File: config.mk
export PLATFORM = sky130hd
export DESIGN_NAME = meshRouter
export DESIGN_NICKNAME = d
export VERILOG_FILES = /design/src/verilog/nocPkg.sv /design/src/verilog/inputFifo.sv /design/src/verilog/meshRouter.sv /design/src/verilog/outputArbiter.sv /design/src/verilog/packetTimer.sv /design/src/verilog/routeCompute.sv
export SDC_FILE = /design/constraint.sdc
export NUM_CORES = 2
export LEC_CHECK = 0
export ABC_AREA = 1
export BUFFER_PORTS_ARGS = -buffer_cell sky130_fd_sc_hd__clkbuf_2
export CORE_MARGIN = 5
export CORE_UTILIZATION = 50
export DETAILED_ROUTE_END_ITERATION = 8
export PLACE_DENSITY_LB_ADDON = 0.2
export SETUP_SLACK_MARGIN = 0.4
export SLEW_MARGIN = 15
export SYNTH_ARGS = -nofsm -noshare
export SYNTH_HDL_FRONTEND = slang
export SYNTH_HIERARCHICAL = 1
export SYNTH_SLANG_ARGS = --single-unit
File: constraint.sdc
create_clock -name clk -period 6.25 [get_ports clk]
set_clock_uncertainty 0.15 [all_clocks]
set_input_delay 1.25 -clock clk [delete_from_list [all_inputs] [get_ports clk]]
set_output_delay 1.25 -clock clk [all_outputs]
set_load 0.05 [all_outputs]
File: src/verilog/nocPkg.sv
package nocPkg;

  localparam int numPorts = 5;
  localparam int lengthW = 12;
  localparam int coordW = 2;
  localparam int tagW = 13;
  localparam int dataW = 2 * coordW + lengthW + tagW; // payload bits behind the kind field.

  // router ports in arbitration order.
  typedef enum logic [2:0]
  {
    portLocal,
    portNorth,
    portEast,
    portWest,
    portSouth
  } portE;

  typedef enum logic [2:0]
  {
    kindIdle   = 3'd0,
    kindHeader = 3'd1, // same header code as the older arbiter.
    kindBody   = 3'd2,
    kindTail   = 3'd3
  } flitKindE;

  // header view of the flit payload.
  typedef struct packed
  {
    logic [coordW-1:0]  destX;
    logic [coordW-1:0]  destY;
    logic [lengthW-1:0] length; // flits in the packet including header and tail.
    logic [tagW-1:0]    tag;
  } headerT;

  typedef struct packed
  {
    flitKindE         kind;
    logic [dataW-1:0] data;
  } flitT;

  // ready travels back as its own bit.
  typedef struct packed
  {
    logic valid;
    flitT flit;
  } linkT;

endpackage

File: src/verilog/inputFifo.sv
`timescale 1ns/1ps

module inputFifo
#(
  parameter int fifoDepth = 4
)
(
  input  logic         clk,
  input  logic         rst,
  input  nocPkg::linkT inLink,
  output logic         inReady,
  output logic         headValid,
  output nocPkg::flitT headFlit,
  input  logic         pop
);
  import nocPkg::*;

  localparam int ptrW = (fifoDepth > 1) ? $clog2(fifoDepth) : 1;
  localparam int cntW = $clog2(fifoDepth + 1);

  flitT            mem [fifoDepth];
  logic [ptrW-1:0] wrPtr;
  logic [ptrW-1:0] rdPtr;
  logic [cntW-1:0] count;
  logic            push;
  logic            doPop;

  assign inReady = (count != cntW'(fifoDepth));
  assign headValid = (count != '0);
  assign headFlit = mem[rdPtr]; // oldest flit is always at the head.
  assign push = inLink.valid && inReady;
  assign doPop = pop && headValid;

  always_ff @(posedge clk)
  begin
    if (push)
      mem[wrPtr] <= inLink.flit;
  end

  always_ff @(posedge clk)
  begin
    if (rst)
    begin
      wrPtr <= '0;
      rdPtr <= '0;
      count <= '0;
    end
    else
    begin
      if (push)
        wrPtr <= (wrPtr == ptrW'(fifoDepth - 1)) ? '0 : wrPtr + 1'b1;
      if (doPop)
        rdPtr <= (rdPtr == ptrW'(fifoDepth - 1)) ? '0 : rdPtr + 1'b1;
      case ({push, doPop})
        2'b10:   count <= count + 1'b1;
        2'b01:   count <= count - 1'b1;
        default: count <= count; // push and pop together leave the level alone.
      endcase
    end
  end

endmodule

File: src/verilog/meshRouter.sv
`timescale 1ns/1ps

module meshRouter
#(
  parameter logic [nocPkg::coordW-1:0] routerX = '0,
  parameter logic [nocPkg::coordW-1:0] routerY = '0,
  parameter int                        fifoDepth = 4
)
(
  input  logic                        clk,
  input  logic                        rst,
  input  nocPkg::linkT                inLinks [nocPkg::numPorts],
  output logic [nocPkg::numPorts-1:0] inReady,
  output nocPkg::linkT                outLinks [nocPkg::numPorts],
  input  logic [nocPkg::numPorts-1:0] outReady
);
  import nocPkg::*;

  logic [numPorts-1:0] headValid;
  flitT                headFlits [numPorts];
  logic [numPorts-1:0] pop;
  logic [numPorts-1:0] reqByIn [numPorts];    // bit per output.
  logic [numPorts-1:0] reqByOut [numPorts];   // bit per input.
  logic [numPorts-1:0] grantByOut [numPorts]; // bit per input.
  logic [numPorts-1:0] grantByIn [numPorts];  // bit per output.

  for (genvar i = 0; i < numPorts; i++)
  begin : gPort
    inputFifo #(.fifoDepth(fifoDepth)) u_inputFifo
    (
      .clk       (clk),
      .rst       (rst),
      .inLink    (inLinks[i]),
      .inReady   (inReady[i]),
      .headValid (headValid[i]),
      .headFlit  (headFlits[i]),
      .pop       (pop[i])
    );

    routeCompute #(.routerX(routerX), .routerY(routerY)) u_routeCompute
    (
      .clk        (clk),
      .rst        (rst),
      .headValid  (headValid[i]),
      .headFlit   (headFlits[i]),
      .req        (reqByIn[i]),
      .grantReady (grantByIn[i]),
      .pop        (pop[i])
    );

    outputArbiter u_outputArbiter
    (
      .clk        (clk),
      .rst        (rst),
      .req        (reqByOut[i]),
      .headValid  (headValid),
      .headFlits  (headFlits),
      .grantReady (grantByOut[i]),
      .outLink    (outLinks[i]),
      .outReady   (outReady[i])
    );

    for (genvar j = 0; j < numPorts; j++)
    begin : gXpose
      assign reqByOut[i][j] = reqByIn[j][i];
      assign grantByIn[i][j] = grantByOut[j][i];
    end
  end

endmodule

File: src/verilog/outputArbiter.sv
`timescale 1ns/1ps

module outputArbiter
(
  input  logic                        clk,
  input  logic                        rst,
  input  logic [nocPkg::numPorts-1:0] req,
  input  logic [nocPkg::numPorts-1:0] headValid,
  input  nocPkg::flitT                headFlits [nocPkg::numPorts],
  output logic [nocPkg::numPorts-1:0] grantReady,
  output nocPkg::linkT                outLink,
  input  logic                        outReady
);
  import nocPkg::*;

  // one-hot states with idle in bit 0 and input i in bit i plus one.
  typedef enum logic [numPorts:0]
  {
    grantIdle  = 6'b000001,
    grantLocal = 6'b000010,
    grantNorth = 6'b000100,
    grantEast  = 6'b001000,
    grantWest  = 6'b010000,
    grantSouth = 6'b100000
  } grantStateE;

  grantStateE          state;
  grantStateE          nextState;
  logic [numPorts-1:0] grantVec;
  logic [numPorts-1:0] moved;
  logic [numPorts-1:0] timerDone;
  portE                grantPort;

  // first requester after the given input, wrapping around.
  function automatic grantStateE pickNext(input logic [numPorts-1:0] reqV, input int last);
    grantStateE        pick;
    logic [numPorts:0] oneHot;
    int                idx;
    pick = grantIdle;
    for (int k = numPorts; k >= 1; k--)
    begin
      idx = (last + k) % numPorts;
      if (reqV[idx])
      begin
        oneHot = '0;
        oneHot[idx + 1] = 1'b1;
        pick = grantStateE'(oneHot);
      end
    end
    return pick;
  endfunction

  assign grantVec = state[numPorts:1];

  always_comb
  begin
    case (state)
      grantNorth: grantPort = portNorth;
      grantEast:  grantPort = portEast;
      grantWest:  grantPort = portWest;
      grantSouth: grantPort = portSouth;
      default:    grantPort = portLocal; // idle and Local both select input 0.
    endcase
  end

  always_comb
  begin
    nextState = state;
    if (state == grantIdle)
      nextState = pickNext(req, numPorts - 1);
    else if (timerDone[grantPort])
      nextState = pickNext(req & ~grantVec, int'(grantPort)); // the finished input waits a turn.
  end

  always_ff @(posedge clk)
  begin
    if (rst)
      state <= grantIdle;
    else
      state <= nextState;
  end

  for (genvar i = 0; i < numPorts; i++)
  begin : gTimer
    packetTimer u_packetTimer
    (
      .clk      (clk),
      .rst      (rst),
      .headFlit (headFlits[i]),
      .moved    (moved[i]),
      .done     (timerDone[i])
    );
  end

  assign moved = grantVec & headValid & {numPorts{outReady}};
  assign grantReady = grantVec & {numPorts{outReady}};

  assign outLink.valid = |(grantVec & headValid);
  assign outLink.flit = headFlits[grantPort];

endmodule

File: src/verilog/packetTimer.sv
`timescale 1ns/1ps

module packetTimer
(
  input  logic         clk,
  input  logic         rst,
  input  nocPkg::flitT headFlit,
  input  logic         moved,
  output logic         done
);
  import nocPkg::*;

  headerT             header;
  logic               isHeader;
  logic [lengthW-1:0] lengthQ;
  logic [lengthW-1:0] curLength;
  logic [lengthW-1:0] count;

  assign header = headerT'(headFlit.data);
  assign isHeader = (headFlit.kind == kindHeader);

  // a header compares against its own length before it is loaded.
  assign curLength = isHeader ? header.length : lengthQ;
  assign done = moved && (count == curLength - 1'b1);

  always_ff @(posedge clk)
  begin
    if (rst)
    begin
      lengthQ <= '0;
      count <= '0;
    end
    else
    begin
      if (moved && isHeader)
        lengthQ <= header.length;
      if (done)
        count <= '0;
      else if (moved)
        count <= count + 1'b1; // stalled cycles are not counted.
    end
  end

endmodule

File: src/verilog/routeCompute.sv
`timescale 1ns/1ps

module routeCompute
#(
  parameter logic [nocPkg::coordW-1:0] routerX = '0,
  parameter logic [nocPkg::coordW-1:0] routerY = '0
)
(
  input  logic                        clk,
  input  logic                        rst,
  input  logic                        headValid,
  input  nocPkg::flitT                headFlit,
  output logic [nocPkg::numPorts-1:0] req,
  input  logic [nocPkg::numPorts-1:0] grantReady,
  output logic                        pop
);
  import nocPkg::*;

  headerT header;
  portE   xyRoute;
  portE   routeQ;
  portE   route;
  logic   routeActive;

  assign header = headerT'(headFlit.data);

  // x first, then y.
  always_comb
  begin
    if (header.destX > routerX)
      xyRoute = portEast;
    else if (header.destX < routerX)
      xyRoute = portWest;
    else if (header.destY > routerY)
      xyRoute = portNorth;
    else if (header.destY < routerY)
      xyRoute = portSouth;
    else
      xyRoute = portLocal;
  end

  assign route = routeActive ? routeQ : xyRoute; // only a header is at the head when idle.

  always_comb
  begin
    req = '0;
    if (headValid)
      req[route] = 1'b1;
  end

  assign pop = headValid && grantReady[route];

  always_ff @(posedge clk)
  begin
    if (rst)
    begin
      routeActive <= 1'b0;
      routeQ <= portLocal;
    end
    else if (pop)
    begin
      if (headFlit.kind == kindHeader)
      begin
        routeActive <= 1'b1;
        routeQ <= xyRoute;
      end
      else if (headFlit.kind == kindTail)
        routeActive <= 1'b0; // the next flit starts a new packet.
    end
  end

endmodule
==> impl_results.md <==
* Hold Buf Count CTS at 0
* Chip height at 449.7 um
* Power after layout at 34.78 mW
* Max cap viols at 0
* Unrepaired setup endpoints after global routing: yes
* Syn Area/Cell at 6.977 um2
* Crit path kind: flip-flop to primary output
* Worst-Margin Slew at 1352 ps
* Final Wtd Congestion at 0.9837
* Initial antenna violation count at 25
* CTS tree: built
* Worst r2r src: gPort[2].u_outputArbiter/state[4]
* Skew-Pair Late Insertion Delay at 860 ps
* H-tree Lvls at 4
* Setup TNS at 0 ps
* Placed cells at 16510
* Max incr delay on CP at 880 ps
* Initial Utilization at 50.25%
* Vias per std cell at 5.432
* Max FO, Critical Path at 17
* Critical-path cell list: inv_2, buf_4, o21ai_1, o22ai_1, o21ai_0, o22ai_1, nand2_1, nand2_1, clkbuf_2
* Final Hold Fails at 0
* Total grt overflow at 0
* Cell Area, Synth at 96660 um2
* Fin util at 55.69%
* Setup violations, final at 0
* Placeable Area at 192400 um2
* Layout cells sized above 1 at 15.67%
* PnR worst setup slack at 443.1 ps
* CTS sink cnt at 1330
* Initial DRC count at 8456
* Final Routed Wirelength at 326.3 mm
* Most frequent cells in the layout: 3312 x nand2_1, 1890 x inv_1, 1269 x nor2_1
* Largest net degree at the start of global routing at 77
* DRT Pass-1 Iters at 7
* DR DRC count at 0
* Clk pin slew, worst setup/hold paths at 60 ps
* Pre-CTS setup slack at 673.8 ps
* First-pass GRT wire length at 491.3 mm
* Gr usage total at 30.98%
* Site Rows at 161
* Power Dens Cells at 324.6 nW/um2
* Ys Warns at 6
* Critical R2R Capture: gPort[2].u_outputArbiter/state[3]
* Arrival @ worst endpoint at 4410 ps
* CTS root buffer: clkbuf_16
* Final period util at 92.91%
* Fin. max-slew vios at 0
* Via count at 91400
* Rel. slew slack at 9.891%
* Critical path launch point type: flip-flop
* I/O Pins at 342
* CP Capture Type: primary output
* Critical path's slowest cell: o22ai_1
* Final ANT Viol Nets at 0
* Maximum VDD drop at 0.3313 mV
* Synthesized instance count at 13860
* Status: finished clean
* Final HPWL DP at 241.9 mm
* Commonest non-fill, non-tap cell in the layout: nand2_1
* WP data required at 4850 ps
* IO buf count at 341
* Area of the die at 202200 um2
* Die width at 449.7 um
* Pleak at 48.23 nW
* CTS max path bufs at 3
* Nets@finish at 14570
* R2R depth at 37
* FMAX at 172.2 MHz
* Tmin final at 5807 ps
* Hold Crit Class: flip-flop to flip-flop
* Syn nets at 14260
* Reg2reg setup slack at 830 ps
* Non-Filler Instances at 16830
* Drt wl/cell at 19.40 um
* Hold Path Stages at 2
* Vias in the first global route at 82790
* Synth-to-Final Area Change at 10.82%
* CTS Buf Count at 152
-- layer usage --
metal | wire (um) | vias to the layer above | global-route usage, %
met5 | 74 | - | 0
met4 | 30210 | 10 | 23.44
met3 | 24500 | 866 | 5.547
met2 | 141000 | 3315 | 48.57
met1 | 130600 | 41630 | 38.07
li1 | - | 45580 | -
-- stage by stage --
| step | instance area, um2 | hold slack, ps |
|---|---|---|
| 2_1_floorplan | 96660 | 279.1 |
| 3_3_place_gp | 101500 | 289.0 |
| 3_5_place_dp | 101500 | 294.3 |
| 4_1_cts | 106700 | 303.1 |
| 5_1_grt | 107100 | 314.7 |
| 6_report | 107100 | 301.2 |
-- report_power, final --
group          total, mW  internal (mW)  switching (mW)
clock network       9.23           5.33            3.90
logic               15.8           4.27            11.6
registers           9.71           9.49           0.222
-- state kept, by name, summed over array words and instances (netlist names), named ones only --
name                                                flops
gPort.u_inputFifo/count                                15
gPort.u_inputFifo/mem                                 640
gPort.u_inputFifo/rdPtr                                10
gPort.u_inputFifo/wrPtr                                10
gPort.u_outputArbiter/gTimer.u_packetTimer/count      300
gPort.u_outputArbiter/gTimer.u_packetTimer/lengthQ    300
gPort.u_outputArbiter/state                            30
gPort.u_routeCompute/routeActive                        5
gPort.u_routeCompute/routeQ                            10
-- final cells by class --
class,count,area [um2]
Timing Repair Buffer,588,3608
Sequential cell,1330,33040
Antenna cell,9,22.52
Clock inverter,85,1025
Fill cell,18580,85250
Inverter,2017,7611
Clock buffer,195,4138
Tap cell,2526,3161
Multi-Input combinational cell,10080,54520
-- worst max-delay path: cells and delay by family (launching register included) --
kind                   cells  cell delay [ps]
AOI/OAI and AO/OA          4             1450
buffers and inverters      3             1060
DFF                        1              530
and+or+nand+nor            2              510
-- how the worst max path moves through the flow --
stage / end / slack [ps] / depth (start not counted)
5_1_grt: gPort[2].u_outputArbiter/state[3] / 340 / 40
3_3_place_gp: gPort[0].u_outputArbiter/state[2] / 740 / 40
2_1_floorplan: gPort[0].u_outputArbiter/state[3] / 870 / 43
3_5_place_dp: gPort[0].u_outputArbiter/state[3] / 670 / 40
6_report: outLinks[0] / 440 / 9
4_1_cts: outLinks[64] / 550 / 9
-- what timing repair did --
action / CTS / global route
resized for setup: 0 / 34
setup buffers: 0 / 27
endpoints found under the setup margin: 0 / 34
(Power assumes the default switching activity.)
